==> src/verilog/ex_op_pkg.sv <==
////////////////////
// operation encodings for the execute stage
// br_cond low two bits pick the test on opc, top bit inverts it
////////////////////

package ex_op_pkg;

	////////////////////
	// alu functions
	////////////////////
	typedef enum logic [4:0] {
		ALU_ADDQ    = 5'h00,
		ALU_SUBQ    = 5'h01,
		ALU_AND     = 5'h02,
		ALU_BIC     = 5'h03, // and-not
		ALU_BIS     = 5'h04, // or
		ALU_ORNOT   = 5'h05,
		ALU_XOR     = 5'h06,
		ALU_EQV     = 5'h07, // xor-not
		ALU_SRL     = 5'h08,
		ALU_SLL     = 5'h09,
		ALU_SRA     = 5'h0a,
		ALU_CMPULT  = 5'h0b,
		ALU_CMPEQ   = 5'h0c,
		ALU_CMPULE  = 5'h0d,
		ALU_CMPLT   = 5'h0e, // signed
		ALU_CMPLE   = 5'h0f, // signed
		ALU_DEFAULT = 5'h1f
	} alu_func_e;

	// branch tests, bit 2 set means inverted
	typedef enum logic [2:0] {
		BR_LBC = 3'b000, // lsb clear
		BR_EQ  = 3'b001, // == 0
		BR_LT  = 3'b010, // < 0
		BR_LE  = 3'b011, // <= 0
		BR_LBS = 3'b100, // lsb set
		BR_NE  = 3'b101,
		BR_GE  = 3'b110,
		BR_GT  = 3'b111
	} br_cond_e;

	typedef enum logic {
		OP_ALU  = 1'b0,
		OP_MULT = 1'b1
	} op_class_e;

endpackage
==> src/verilog/ex_pipe_pkg.sv <==
////////////////////
// widths and packets between issue, units and completion bus
// rob index carries a wrap bit on top of a 32 entry index
////////////////////

package ex_pipe_pkg;

	localparam int DATA_W     = 64; // operand / result width
	localparam int TAG_W      = 6;  // 64 physical regs
	localparam int ROB_W      = 6;  // 5 bit index + wrap
	localparam int MULT_STEPS = 32; // radix-4, two bits per step

	////////////////////
	// issue side
	////////////////////
	typedef struct packed {
		ex_op_pkg::op_class_e op_class;
		ex_op_pkg::alu_func_e alu_func;
		ex_op_pkg::br_cond_e  br_cond;
		logic [DATA_W-1:0]    opa;
		logic [DATA_W-1:0]    opb;
		logic [DATA_W-1:0]    opc;        // branch test operand
		logic                 uncond_br;
		logic                 cond_br;
		logic                 pred_taken; // from front end predictor
		logic [TAG_W-1:0]     dest_tag;
		logic [ROB_W-1:0]     rob_idx;
		logic [DATA_W-1:0]    pc;
	} issue_pkt_t;

	// completion side
	typedef struct packed {
		logic [DATA_W-1:0] result;
		logic [TAG_W-1:0]  dest_tag;
		logic [ROB_W-1:0]  rob_idx;
		logic [DATA_W-1:0] pc;
		logic              is_branch;
		logic              taken;
		logic              mispredict;
	} complete_pkt_t;

endpackage

==> src/verilog/ex_unit.sv <==
////////////////////
// execute stage top, two alus and two multipliers
// no flush, results leave only through the cdb handshake
////////////////////
`timescale 1ns/100ps

module ex_unit (
	input  logic                       clock,
	input  logic                       reset,
	input  logic                       issue_valid,
	input  ex_pipe_pkg::issue_pkt_t    issue_pkt,
	output logic                       issue_ready,
	output logic                       cdb_valid,
	output ex_pipe_pkg::complete_pkt_t cdb_pkt,
	input  logic                       cdb_ready
);

	logic [1:0]                       alu_busy;
	logic [1:0]                       mult_busy;
	logic [1:0]                       alu_start;
	logic [1:0]                       mult_start;
	ex_pipe_pkg::issue_pkt_t          fu_pkt;
	logic [3:0]                       res_valid;  // 0,1 alu, 2,3 mult
	ex_pipe_pkg::complete_pkt_t [3:0] res_pkt;
	logic [3:0]                       res_taken;

	issue_router u_router (
		.clock(clock), .reset(reset),
		.issue_valid(issue_valid), .issue_pkt(issue_pkt), .issue_ready(issue_ready),
		.alu_busy(alu_busy), .mult_busy(mult_busy),
		.alu_start(alu_start), .mult_start(mult_start), .fu_pkt(fu_pkt)
	);

	////////////////////
	// functional units
	////////////////////
	alu_fu u_alu0 (
		.clock(clock), .reset(reset), .start(alu_start[0]), .pkt(fu_pkt),
		.busy(alu_busy[0]), .res_valid(res_valid[0]), .res_pkt(res_pkt[0]),
		.res_taken(res_taken[0])
	);

	alu_fu u_alu1 (
		.clock(clock), .reset(reset), .start(alu_start[1]), .pkt(fu_pkt),
		.busy(alu_busy[1]), .res_valid(res_valid[1]), .res_pkt(res_pkt[1]),
		.res_taken(res_taken[1])
	);

	mult_fu u_mult0 (
		.clock(clock), .reset(reset), .start(mult_start[0]), .pkt(fu_pkt),
		.busy(mult_busy[0]), .res_valid(res_valid[2]), .res_pkt(res_pkt[2]),
		.res_taken(res_taken[2])
	);

	mult_fu u_mult1 (
		.clock(clock), .reset(reset), .start(mult_start[1]), .pkt(fu_pkt),
		.busy(mult_busy[1]), .res_valid(res_valid[3]), .res_pkt(res_pkt[3]),
		.res_taken(res_taken[3])
	);

	complete_arbiter u_arb (
		.clock(clock), .reset(reset),
		.res_valid(res_valid), .res_pkt(res_pkt), .res_taken(res_taken),
		.cdb_valid(cdb_valid), .cdb_pkt(cdb_pkt), .cdb_ready(cdb_ready)
	);

endmodule

==> src/verilog/complete_arbiter.sv <==
////////////////////
// round-robin pick of one finished unit per cycle onto the cdb
// grant is frozen while cdb_ready is low
////////////////////
`timescale 1ns/100ps

module complete_arbiter (
	input  logic                             clock,
	input  logic                             reset,
	input  logic [3:0]                       res_valid,  // 0,1 alu, 2,3 mult
	input  ex_pipe_pkg::complete_pkt_t [3:0] res_pkt,
	output logic [3:0]                       res_taken,
	output logic                             cdb_valid,
	output ex_pipe_pkg::complete_pkt_t       cdb_pkt,
	input  logic                             cdb_ready
);

	logic [1:0] rr_ptr;   // highest priority unit
	logic [1:0] rr_idx;   // round-robin choice
	logic [1:0] lock_idx; // grant held over a stall
	logic [1:0] sel_idx;
	logic       locked;

	// first valid unit at or after rr_ptr
	always_comb
	begin : rr_search
		logic [1:0] cand;
		rr_idx = rr_ptr;
		for (int i = 3; i >= 0; i--)
		begin
			cand = rr_ptr + 2'(i); // wraps mod 4
			if (res_valid[cand])
				rr_idx = cand; // smaller offset overrides
		end
	end

	assign sel_idx   = locked ? lock_idx : rr_idx;
	assign cdb_valid = res_valid[sel_idx];
	assign cdb_pkt   = res_pkt[sel_idx];
	assign res_taken = (cdb_valid && cdb_ready) ? (4'b0001 << sel_idx) : 4'b0000;

	////////////////////
	// pointer and lock
	////////////////////
	always_ff @(posedge clock)
	begin
		if (reset)
		begin
			rr_ptr   <= 2'd0;
			lock_idx <= 2'd0;
			locked   <= 1'b0;
		end
		else if (cdb_valid && cdb_ready)
		begin
			rr_ptr <= sel_idx + 2'd1; // rotate past the winner
			locked <= 1'b0;
		end
		else if (cdb_valid)
		begin
			lock_idx <= sel_idx; // stalled, keep same unit
			locked   <= 1'b1;
		end
	end

endmodule

==> src/verilog/mult_fu.sv <==
////////////////////
// iterative radix-4 multiplier, low 64 bits of the product only
// result appears MULT_STEPS cycles after start, held until taken
////////////////////
`timescale 1ns/100ps

module mult_fu (
	input  logic                       clock,
	input  logic                       reset,
	input  logic                       start,
	input  ex_pipe_pkg::issue_pkt_t    pkt,
	output logic                       busy,
	output logic                       res_valid,
	output ex_pipe_pkg::complete_pkt_t res_pkt,
	input  logic                       res_taken
);

	typedef enum logic [1:0] {
		IDLE,
		RUN,
		HOLD
	} mult_state_e;

	mult_state_e                              state;
	logic [$clog2(ex_pipe_pkg::MULT_STEPS)-1:0] step;   // iteration count
	logic [ex_pipe_pkg::DATA_W-1:0]           mcand;    // shifts left 2 per step
	logic [ex_pipe_pkg::DATA_W-1:0]           mplier;   // shifts right 2 per step
	logic [ex_pipe_pkg::DATA_W-1:0]           prod;     // running sum
	logic [ex_pipe_pkg::DATA_W-1:0]           partial;
	logic [ex_pipe_pkg::TAG_W-1:0]            dest_tag;
	logic [ex_pipe_pkg::ROB_W-1:0]            rob_idx;
	logic [ex_pipe_pkg::DATA_W-1:0]           pc;

	// mcand times the low two multiplier bits
	always_comb
	begin
		case (mplier[1:0])
			2'b00:   partial = '0;
			2'b01:   partial = mcand;
			2'b10:   partial = mcand << 1;
			default: partial = mcand + (mcand << 1); // x3
		endcase
	end

	////////////////////
	// control
	////////////////////
	always_ff @(posedge clock)
	begin
		if (reset)
		begin
			state <= IDLE;
			step  <= '0;
		end
		else
		begin
			case (state)
				IDLE:
					if (start)
					begin
						state <= RUN;
						step  <= '0;
					end
				RUN:
				begin
					step <= step + 1'b1;
					if (int'(step) == ex_pipe_pkg::MULT_STEPS - 1)
						state <= HOLD; // last pair of bits this edge
				end
				HOLD:
					if (res_taken)
						state <= IDLE;
				default: state <= IDLE;
			endcase
		end
	end

	////////////////////
	// datapath
	////////////////////
	always_ff @(posedge clock)
	begin
		if (start && state == IDLE)
		begin
			mcand    <= pkt.opa;
			mplier   <= pkt.opb;
			prod     <= '0;
			dest_tag <= pkt.dest_tag;
			rob_idx  <= pkt.rob_idx;
			pc       <= pkt.pc;
		end
		else if (state == RUN)
		begin
			prod   <= prod + partial; // carries past bit 63 drop
			mcand  <= mcand << 2;
			mplier <= mplier >> 2;
		end
	end

	assign busy      = (state == RUN) || (state == HOLD);
	assign res_valid = (state == HOLD);

	always_comb
	begin
		res_pkt            = '0; // no branch info from multiplies
		res_pkt.result     = prod;
		res_pkt.dest_tag   = dest_tag;
		res_pkt.rob_idx    = rob_idx;
		res_pkt.pc         = pc;
	end

endmodule

==> src/verilog/alu_fu.sv <==
////////////////////
// single cycle alu unit with branch test, result held until taken
// start must only come while busy is low
////////////////////
`timescale 1ns/100ps

module alu_fu (
	input  logic                       clock,
	input  logic                       reset,
	input  logic                       start,
	input  ex_pipe_pkg::issue_pkt_t    pkt,
	output logic                       busy,
	output logic                       res_valid,
	output ex_pipe_pkg::complete_pkt_t res_pkt,
	input  logic                       res_taken
);

	logic [ex_pipe_pkg::DATA_W-1:0] alu_result;
	logic [ex_pipe_pkg::DATA_W-1:0] sign_fill;  // sign bits for sra
	logic [5:0]                     sh;         // shift amount, opb mod 64
	logic [6:0]                     fill_sh;
	logic                           cond_ok;    // branch test on opc
	logic                           taken;
	logic                           mispredict;

	// signed less-than from an unsigned compare
	function automatic logic signed_lt(
		input logic [ex_pipe_pkg::DATA_W-1:0] a,
		input logic [ex_pipe_pkg::DATA_W-1:0] b
	);
		if (a[ex_pipe_pkg::DATA_W-1] == b[ex_pipe_pkg::DATA_W-1])
			return a < b; // same sign, plain compare
		else
			return a[ex_pipe_pkg::DATA_W-1]; // negative one is smaller
	endfunction

	////////////////////
	// alu datapath
	////////////////////
	assign sh        = pkt.opb[5:0];
	assign fill_sh   = 7'd64 - {1'b0, sh}; // 64 when sh is 0, fill drops out
	assign sign_fill = {ex_pipe_pkg::DATA_W{pkt.opa[ex_pipe_pkg::DATA_W-1]}} << fill_sh;

	always_comb
	begin
		case (pkt.alu_func)
			ex_op_pkg::ALU_ADDQ:   alu_result = pkt.opa + pkt.opb;
			ex_op_pkg::ALU_SUBQ:   alu_result = pkt.opa - pkt.opb;
			ex_op_pkg::ALU_AND:    alu_result = pkt.opa & pkt.opb;
			ex_op_pkg::ALU_BIC:    alu_result = pkt.opa & ~pkt.opb;
			ex_op_pkg::ALU_BIS:    alu_result = pkt.opa | pkt.opb;
			ex_op_pkg::ALU_ORNOT:  alu_result = pkt.opa | ~pkt.opb;
			ex_op_pkg::ALU_XOR:    alu_result = pkt.opa ^ pkt.opb;
			ex_op_pkg::ALU_EQV:    alu_result = pkt.opa ^ ~pkt.opb;
			ex_op_pkg::ALU_SRL:    alu_result = pkt.opa >> sh;
			ex_op_pkg::ALU_SLL:    alu_result = pkt.opa << sh;
			ex_op_pkg::ALU_SRA:    alu_result = (pkt.opa >> sh) | sign_fill;
			ex_op_pkg::ALU_CMPULT: alu_result = {63'd0, pkt.opa < pkt.opb};
			ex_op_pkg::ALU_CMPEQ:  alu_result = {63'd0, pkt.opa == pkt.opb};
			ex_op_pkg::ALU_CMPULE: alu_result = {63'd0, pkt.opa <= pkt.opb};
			ex_op_pkg::ALU_CMPLT:  alu_result = {63'd0, signed_lt(pkt.opa, pkt.opb)};
			ex_op_pkg::ALU_CMPLE:
				alu_result = {63'd0, signed_lt(pkt.opa, pkt.opb) | (pkt.opa == pkt.opb)};
			default:               alu_result = '0; // ALU_DEFAULT and unused codes
		endcase
	end

	////////////////////
	// branch condition
	////////////////////
	always_comb
	begin
		case (pkt.br_cond[1:0])
			2'b00:   cond_ok = ~pkt.opc[0];                 // lsb clear
			2'b01:   cond_ok = (pkt.opc == '0);             // zero
			2'b10:   cond_ok = pkt.opc[ex_pipe_pkg::DATA_W-1]; // negative
			default: cond_ok = pkt.opc[ex_pipe_pkg::DATA_W-1] | (pkt.opc == '0);
		endcase
		if (pkt.br_cond[2])
			cond_ok = ~cond_ok; // inverted tests
	end

	assign taken      = pkt.uncond_br | (pkt.cond_br & cond_ok);
	assign mispredict = taken ^ pkt.pred_taken;

	////////////////////
	// result slot
	////////////////////
	always_ff @(posedge clock)
	begin
		if (reset)
			res_valid <= 1'b0;
		else if (start)
			res_valid <= 1'b1;
		else if (res_taken)
			res_valid <= 1'b0; // free again next cycle
	end

	// payload, loaded on start only
	always_ff @(posedge clock)
	begin
		if (start)
		begin
			res_pkt.result     <= alu_result;
			res_pkt.dest_tag   <= pkt.dest_tag;
			res_pkt.rob_idx    <= pkt.rob_idx;
			res_pkt.pc         <= pkt.pc;
			res_pkt.is_branch  <= pkt.uncond_br | pkt.cond_br;
			res_pkt.taken      <= taken;
			res_pkt.mispredict <= mispredict;
		end
	end

	assign busy = res_valid; // slot full blocks new issue

endmodule

==> src/verilog/issue_router.sv <==
////////////////////
// sends one issued instruction per clock to a free unit of its class
// issue_ready only looks at busy bits, never at issue_valid
////////////////////
`timescale 1ns/100ps

module issue_router (
	input  logic                    clock,
	input  logic                    reset,
	input  logic                    issue_valid,
	input  ex_pipe_pkg::issue_pkt_t issue_pkt,
	output logic                    issue_ready,
	input  logic [1:0]              alu_busy,
	input  logic [1:0]              mult_busy,
	output logic [1:0]              alu_start,
	output logic [1:0]              mult_start,
	output ex_pipe_pkg::issue_pkt_t fu_pkt
);

	logic        is_mult; // class decode
	logic [1:0]  free;    // free units of that class
	logic [1:0]  pick;    // one-hot, lowest free
	logic        fire;
	logic [31:0] alu_issue_cnt;  // debug only
	logic [31:0] mult_issue_cnt; // debug only

	assign is_mult = (issue_pkt.op_class == ex_op_pkg::OP_MULT);
	assign free    = is_mult ? ~mult_busy : ~alu_busy;

	// unit 0 wins when both free
	assign pick = free[0] ? 2'b01 : (free[1] ? 2'b10 : 2'b00);

	assign issue_ready = |free;
	assign fire        = issue_valid & issue_ready; // transfer this edge

	assign alu_start  = (fire & ~is_mult) ? pick : 2'b00;
	assign mult_start = (fire &  is_mult) ? pick : 2'b00;
	assign fu_pkt     = issue_pkt; // both classes share the packet bus

	////////////////////
	// issue counters
	////////////////////
	always_ff @(posedge clock)
	begin
		if (reset)
		begin
			alu_issue_cnt  <= '0;
			mult_issue_cnt <= '0;
		end
		else if (fire)
		begin
			if (is_mult)
				mult_issue_cnt <= mult_issue_cnt + 32'd1;
			else
				alu_issue_cnt <= alu_issue_cnt + 32'd1;
		end
	end

endmodule

==> config.mk <==
export PLATFORM = sky130hd
export DESIGN_NAME = ex_unit
export DESIGN_NICKNAME = d
export VERILOG_FILES = /design/src/verilog/ex_op_pkg.sv /design/src/verilog/ex_pipe_pkg.sv /design/src/verilog/ex_unit.sv /design/src/verilog/complete_arbiter.sv /design/src/verilog/mult_fu.sv /design/src/verilog/alu_fu.sv /design/src/verilog/issue_router.sv
export SDC_FILE = /design/constraint.sdc
export NUM_CORES = 2
export LEC_CHECK = 0
export BUFFER_PORTS_ARGS = -buffer_cell sky130_fd_sc_hd__buf_2
export CAP_MARGIN = 20
export CELL_PAD_IN_SITES_DETAIL_PLACEMENT = 2
export CELL_PAD_IN_SITES_GLOBAL_PLACEMENT = 2
export CORE_MARGIN = 5
export CORE_UTILIZATION = 42
export CTS_CLUSTER_DIAMETER = 80
export DETAILED_ROUTE_END_ITERATION = 8
export PLACE_DENSITY_LB_ADDON = 0.15
export SYNTH_ARGS = -nofsm -noshare
export SYNTH_HDL_FRONTEND = slang
export SYNTH_SLANG_ARGS = --single-unit
==> constraint.sdc <==
create_clock -name clock -period 30.6 [get_ports clock]
set_input_delay 3.06 -clock clock [delete_from_list [all_inputs] [get_ports clock]]
set_output_delay 3.06 -clock clock [all_outputs]
set_load 0.005 [all_outputs]
* Word level (Yosys, flattened, before mapping)
Index checks and enable logic that the tools add are counted.
** Storage, ports and cells
- Output and inout bits :: 145
- Bits in registers :: 843
- ROM bits :: 0
- Memories kept :: 0
- Bits in writable memories :: 0
- Bits in latches :: 0
- Word-level logic and storage cells :: 196
- Input bits :: 284
** Cells by class
- Bitwise logic cells :: 23
- Reduce and logical (&&, ||, !) cells :: 25
- Multiply operators :: 0
- Multiplexer cells :: 54
- Divide/modulo/power cells :: 0
- Add/sub/neg operators :: 13
- Equality and inequality tests :: 35
- Shifts and indexed selects :: 4
- $lt $le $gt $ge :: 7
** Operators with widths (number)
- 64-bit one-hot mux with 16 select lines :: 1
- 64-bit 2-to-1 mux :: 8
- 64-bit one-hot mux with 3 select lines :: 2
- 64-bit adder :: 5
- 143-bit binary-select mux with 2-bit select :: 1
- 64-bit bitwise OR :: 3
- 143-bit 2-to-1 mux :: 1
- 64-bit AND :: 2
- 64-bit XOR :: 2
- 64-bit equality test :: 1
- 64-bit less-or-equal comparator :: 1
- 64-bit zero test :: 1
- 64-bit less-than comparator :: 1
- 64-bit inverter :: 1
- 64-bit by 6-bit << shifter with 64-bit output :: 1
- 64-bit by 7-bit << shifter with 64-bit output :: 1
- 64-bit by 6-bit right shift with 64-bit output :: 1
- 64-bit subtractor :: 1
- 5-bit by 4-bit equality test with 1-bit output, second input constant :: 8
- 2-bit 2-to-1 mux :: 16
- 5-bit by 3-bit equality test with 1-bit output, second input constant :: 4
- 5-bit one-hot mux with 2 select lines :: 2
- 5-bit by 1-bit equality test with 1-bit output, second input constant :: 3
- 2-bit by 3-bit less-than comparator with 1-bit output, second input constant :: 5
- other kinds (30) :: 89

* Depth between registers and ports, before layout
- Depth after elaboration :: 14
- Mapped depth :: 30

* Modules after synthesis
Synthesis repeated with hierarchy kept, for this count alone.
** Second synthesis, totals
- Cells, all modules :: 11722
- Area total of the unflattened synthesis :: 92723.9 sq um
** By module, submodules not included
- alu_fu (u_alu0) :: cells an instance 3176, seq. area each 4314.1 sq um, area an instance 24390.9 sq um, times used 1
- alu_fu (u_alu1) :: cells an instance 3204, seq. area each 4314.1 sq um, area an instance 23197.2 sq um, times used 1
- mult_fu (u_mult0) :: cells an instance 2180, seq. area each 7547.2 sq um, area an instance 19128.3 sq um, times used 1
- mult_fu (u_mult1) :: cells an instance 2156, seq. area each 7547.2 sq um, area an instance 18791.8 sq um, times used 1
- complete_arbiter :: cells an instance 719, seq. area each 100.1 sq um, area an instance 5063.6 sq um, times used 1
- issue_router :: cells an instance 287, seq. area each 0.0 sq um, area an instance 2152.1 sq um, times used 1

* Worst setup path before layout
No wires, ideal clock.
- Kind :: input to register
- Start point :: in issue_pkt[279] in the netlist's numbering
- End point :: reg, netlist name u_alu1.res_pkt[0]
- Arrival :: 16.749 ns
- Cell stages on the path :: 1
- Library setup time :: 1.006 ns
- Slack :: 12.845 ns
- Path buffers :: 0
- Data required time :: 29.594 ns
- Cells stage by stage :: nor4bb_1
** Between the ends
- Word-level cells in the longest chain between the ends :: 5
- Elaborated cells between the ends (all ways) :: 8
** RTL lines
- start: declaration :: line ex_unit.sv:11 : input ex_pipe_pkg::issue_pkt_t issue_pkt,
- 2-bit 2-to-1 mux :: line issue_router.sv:28 : assign free = is_mult ? ~mult_busy : ~alu_busy;
- 2-bit OR reduction :: line issue_router.sv:33 : assign issue_ready = |free;
- 1-bit AND :: line issue_router.sv:34 : assign fire = issue_valid & issue_ready;
- 1-bit AND :: line issue_router.sv:36 : assign alu_start = (fire & ~is_mult) ? pick : 2'b00;
- 2-bit 2-to-1 mux (*) :: line issue_router.sv:36
Every way passes the cells marked *; elsewhere a longest branch is shown, timed or not.
A chain may end at the register's enable or synchronous reset.

* Final worst setup path
- Start point :: reg u_mult0.mcand[1] in the netlist's numbering
- End point :: reg u_mult0.prod[62] in the netlist's numbering
** Between the ends
- Word-level cells in the longest chain between the ends :: 3
** RTL lines
- start: declaration :: line mult_fu.sv:26 : logic [ex_pipe_pkg::DATA_W-1:0] mcand;
- start signal: assignment :: line mult_fu.sv:85 : mcand <= pkt.opa;
- start signal: assignment :: line mult_fu.sv:95 : mcand <= mcand << 2;
- 64-bit adder :: line mult_fu.sv:41 : default: partial = mcand + (mcand << 1);
- 64-bit one-hot mux with 3 select lines (*) :: line mult_fu.sv:37 : case (mplier[1:0])
- 64-bit adder (*) :: line mult_fu.sv:94 : prod <= prod + partial;
- end signal: assignment :: line mult_fu.sv:94
- end: declaration :: line mult_fu.sv:28 : logic [ex_pipe_pkg::DATA_W-1:0] prod;
Marks and branches as above.

==> impl_metrics.env <==
export IMPL_status="completed"
export IMPL_gp_congestion=1.06
export IMPL_max_cap_violations=0
export IMPL_grt_pass1_wl_um=598000
export IMPL_clockBufferDepth=3
export IMPL_seq_power_share_pct=24.1
export IMPL_grt_max_degree=124
export IMPL_synth_nets=8994
export IMPL_clk_pin_slew_ns=0.06
export IMPL_synthArstFlopShare_pct=0
export IMPL_synth_edf_count=694
export IMPL_fillers=17900
export IMPL_cts_buffers=105
export IMPL_slowest_delay_ns=0.77
export IMPL_setup_violations_final=0
export IMPL_p_sw_share_pct=50.1
export IMPL_finalClockSkew_ns=0.0491
export IMPL_syn2layout_area_growth_pct=10.6
export IMPL_grt_usage_pct=46.7
export IMPL_antenna_found_initial=30
export IMPL_routed_wl_um=424000
export IMPL_crit_top_cell="o21ai_0"
export IMPL_synth_compound_area_share_pct=22.5
export IMPL_dpl_instance_area_mm2=0.0731
export IMPL_finalHoldViolCount=0
export IMPL_yosys_area_share_simple_pct=19.0
export IMPL_ios=429
export IMPL_first_pass_iters=7
export IMPL_fin_nets=9080
export IMPL_via_count=75300
export IMPL_worst_ep_arrival_time_ns=9.41
export IMPL_synth_xor_area_share_pct=4.45
export IMPL_overflow=0
export IMPL_netlist_area_mm2=0.0694
export IMPL_synth_avg_cell_area_um2=8.37
export IMPL_preCtsSetupSlack_ns=22.27
export IMPL_drive_above_1_share_pct=12.1
export IMPL_required_ns=31.24
export IMPL_die_h_um=417
export IMPL_hpwlAfterDp_um=301000
export IMPL_final_cell_mix="nand2_1 (1,561), edfxtp_1 (694), nor2_1 (670)"
export IMPL_ys_top_cells_by_area="edfxtp_1 (30%), nand2_1 (8.4%), ha_1 (7.4%)"
export IMPL_grt_setup_unrepaired="false"
export IMPL_slew_headroom_pct=4.55
export IMPL_cts_hold_buf=0
export IMPL_cts_root_buf="clkbuf_16"
export IMPL_yosys_area_top_type_share_pct=30.0
export IMPL_postCtsSetupRepairBufs=0
export IMPL_htree_levels=3
export IMPL_cts_tree="built"
export IMPL_synth_cell_type_count=119
export IMPL_core_area_mm2=0.165
export IMPL_synthFlopType="edfxtp_1"
export IMPL_drtIter0Drc=8888
export IMPL_crit_slowest_cell="a31oi_1"
export IMPL_rows=149
export IMPL_initial_utilization_pct=42.2
export IMPL_viasPerCell=7.06
export IMPL_cp_end_kind="flip-flop"
export IMPL_syn_inst=8293
export IMPL_drtAntennaViolNets=0
export IMPL_ys_warn_count=0
export IMPL_path_class="reg -> reg"
export IMPL_setup_slack_ns=21.82
export IMPL_p_leak_nw=32.0
export IMPL_die_x_um=417
export IMPL_cts_sinks=843
export IMPL_start_kind="flip-flop"
export IMPL_synth_top_family_by_area="compound AO/OA/AOI/OAI gates"
export IMPL_intPower_mw=3.71
export IMPL_fmax_mhz=114
export IMPL_yosysSeqAreaShare_pct=34.3
export IMPL_fin_crit_ns=8.78
export IMPL_yosys_area_share_adder_pct=7.58
export IMPL_final_setup_tns_ns=0
export IMPL_drc=0
export IMPL_dieArea_mm2=0.174
export IMPL_p_comb_share_pct=57.5
export IMPL_grt_pass1_vias=78400
export IMPL_final_cell_area_mm2=0.0768
export IMPL_synthMuxAreaShare_pct=7.69
export IMPL_ys_seq_elements=843
export IMPL_final_common_cell="nand2_1"
export IMPL_wire_per_inst_um=39.7
export IMPL_p_sw_mw=3.73
export IMPL_cts_resized=0
export IMPL_hold_path_class="reg -> reg"
export IMPL_power_frac_clock_pct=18.4
export IMPL_io_buffers=428
export IMPL_maxSlewViolCount=0
export IMPL_power_density_mw_per_mm2=96.9
export IMPL_tightest_slew_ns=1.43
export IMPL_yosys_area_top_type="edfxtp_1"
export IMPL_irDropWorstVdd_v=0.0000856
export IMPL_finalCritPeriodShare_pct=28.7
export IMPL_crit_fanout=8
export IMPL_insertion_delay_ns=0.81
==> flip-flops by register name (all words and copies together), names as in the netlist, 2 cells and up <==
signal,count
u_alu0.res_pkt,143
u_alu1.res_pkt,143
u_mult0.mcand,64
u_mult0.mplier,64
u_mult0.pc,64
u_mult0.prod,64
u_mult1.mcand,64
u_mult1.mplier,64
u_mult1.pc,64
u_mult1.prod,64
u_mult0.dest_tag,6
u_mult0.rob_idx,6
u_mult1.dest_tag,6
u_mult1.rob_idx,6
u_mult0.step,5
u_mult1.step,5
u_arb.lock_idx,2
u_arb.rr_ptr,2
u_mult0.state,2
u_mult1.state,2
==> cell families (layout without fill, tap and decap cells) <==
group,after synthesis,in the layout
and+or+nand+nor,3008,3008
AOI/OAI and AO/OA,2430,2430
DFF,843,843
buffers and inverters,788,963
muxes,454,454
adders and majority gates,417,417
xor gates and xnor gates,353,353
other,0,20
==> worst max-delay path, delay by kind of cell, from the launching register on <==
kind,cells,cell delay [ns]
AO/OA/AOI/OAI,15,4.65
AND/OR/NAND/NOR,6,1.86
adder cells (fa/ha/maj),3,1.06
flip-flops,1,0.46
XOR/XNOR,2,0.41
multiplexers,1,0.09
buffers and inverters,1,0.08
==> power groups by stage <==
stage          clock, mW  sequential [mW]  combinational, mW
6_report            1.37             1.79               4.28
5_1_grt             1.41             1.80               4.47
4_1_cts             1.36             1.78               4.13
3_5_place_dp           0             1.78               3.93
3_3_place_gp           0             1.75               3.64
2_1_floorplan          0             1.70               2.65
==> per-stage QoR <==
stage / instances / hold WS [ns] / util [%] / power (mW)
final: 10700 / 0.514 / 46.6 / 7.44
after global routing: 10700 / 0.543 / 46.6 / 7.67
after CTS: 10700 / 0.511 / 46.6 / 7.27
after detailed placement: 10500 / 0.484 / 44.4 / 5.71
after global placement: 10500 / 0.469 / 44.4 / 5.39
after floorplan: 8293 / 0.443 / - / 4.34
==> area by class of cell <==
cell class                      instances  area, um2  area share, %
Inverter                              212        835           1.09
Antenna cell                           20       50.0         0.0652
Clock inverter                         53        617          0.803
Clock buffer                          143       2970           3.86
Timing Repair Buffer                  555       3160           4.12
Sequential cell                       843      23800           31.0
Tap cell                             2189       2740           3.57
Multi-Input combinational cell       6662      42600           55.5
==> final timing paths <==
check	start	end	slack, ns	depth (start not counted)
max	u_mult0.mcand[1]	u_mult0.prod[62]	21.82	28
min	u_mult1.prod[32]	u_mult1.prod[32]	0.51	2
max reg2reg	u_mult0.mcand[1]	u_mult0.prod[62]	21.82	28
min reg2reg	u_mult1.prod[32]	u_mult1.prod[32]	0.51	2
==> cell usage after synthesis (55+ instances only) <==
library cell and number:
edfxtp_1 694, nand2b_1 95, a31oi_1 200, o21bai_1 99, o21ai_0 586, buf_1 55, ha_1 411, mux2_2 124
o22ai_1 63, a21oi_1 594, and3_1 176, xnor2_1 199, nand3_1 101, a21o_1 227, inv_1 202, nor3_1 81
clkbuf_1 452, o211ai_1 67, xor2_1 154, nand2_1 1561, dfxtp_1 149, nor2_1 672, mux2i_1 279, a211oi_1 60
nand4_1 73
==> routing by layer <==
layer  part of all wire [%]  track usage, %
met1                     38            56.7
met2                     44            73.2
met3                    8.7            9.50
met4                    9.4            34.8
met5                  0.018               0
Power figures use the tool's default switching activity.
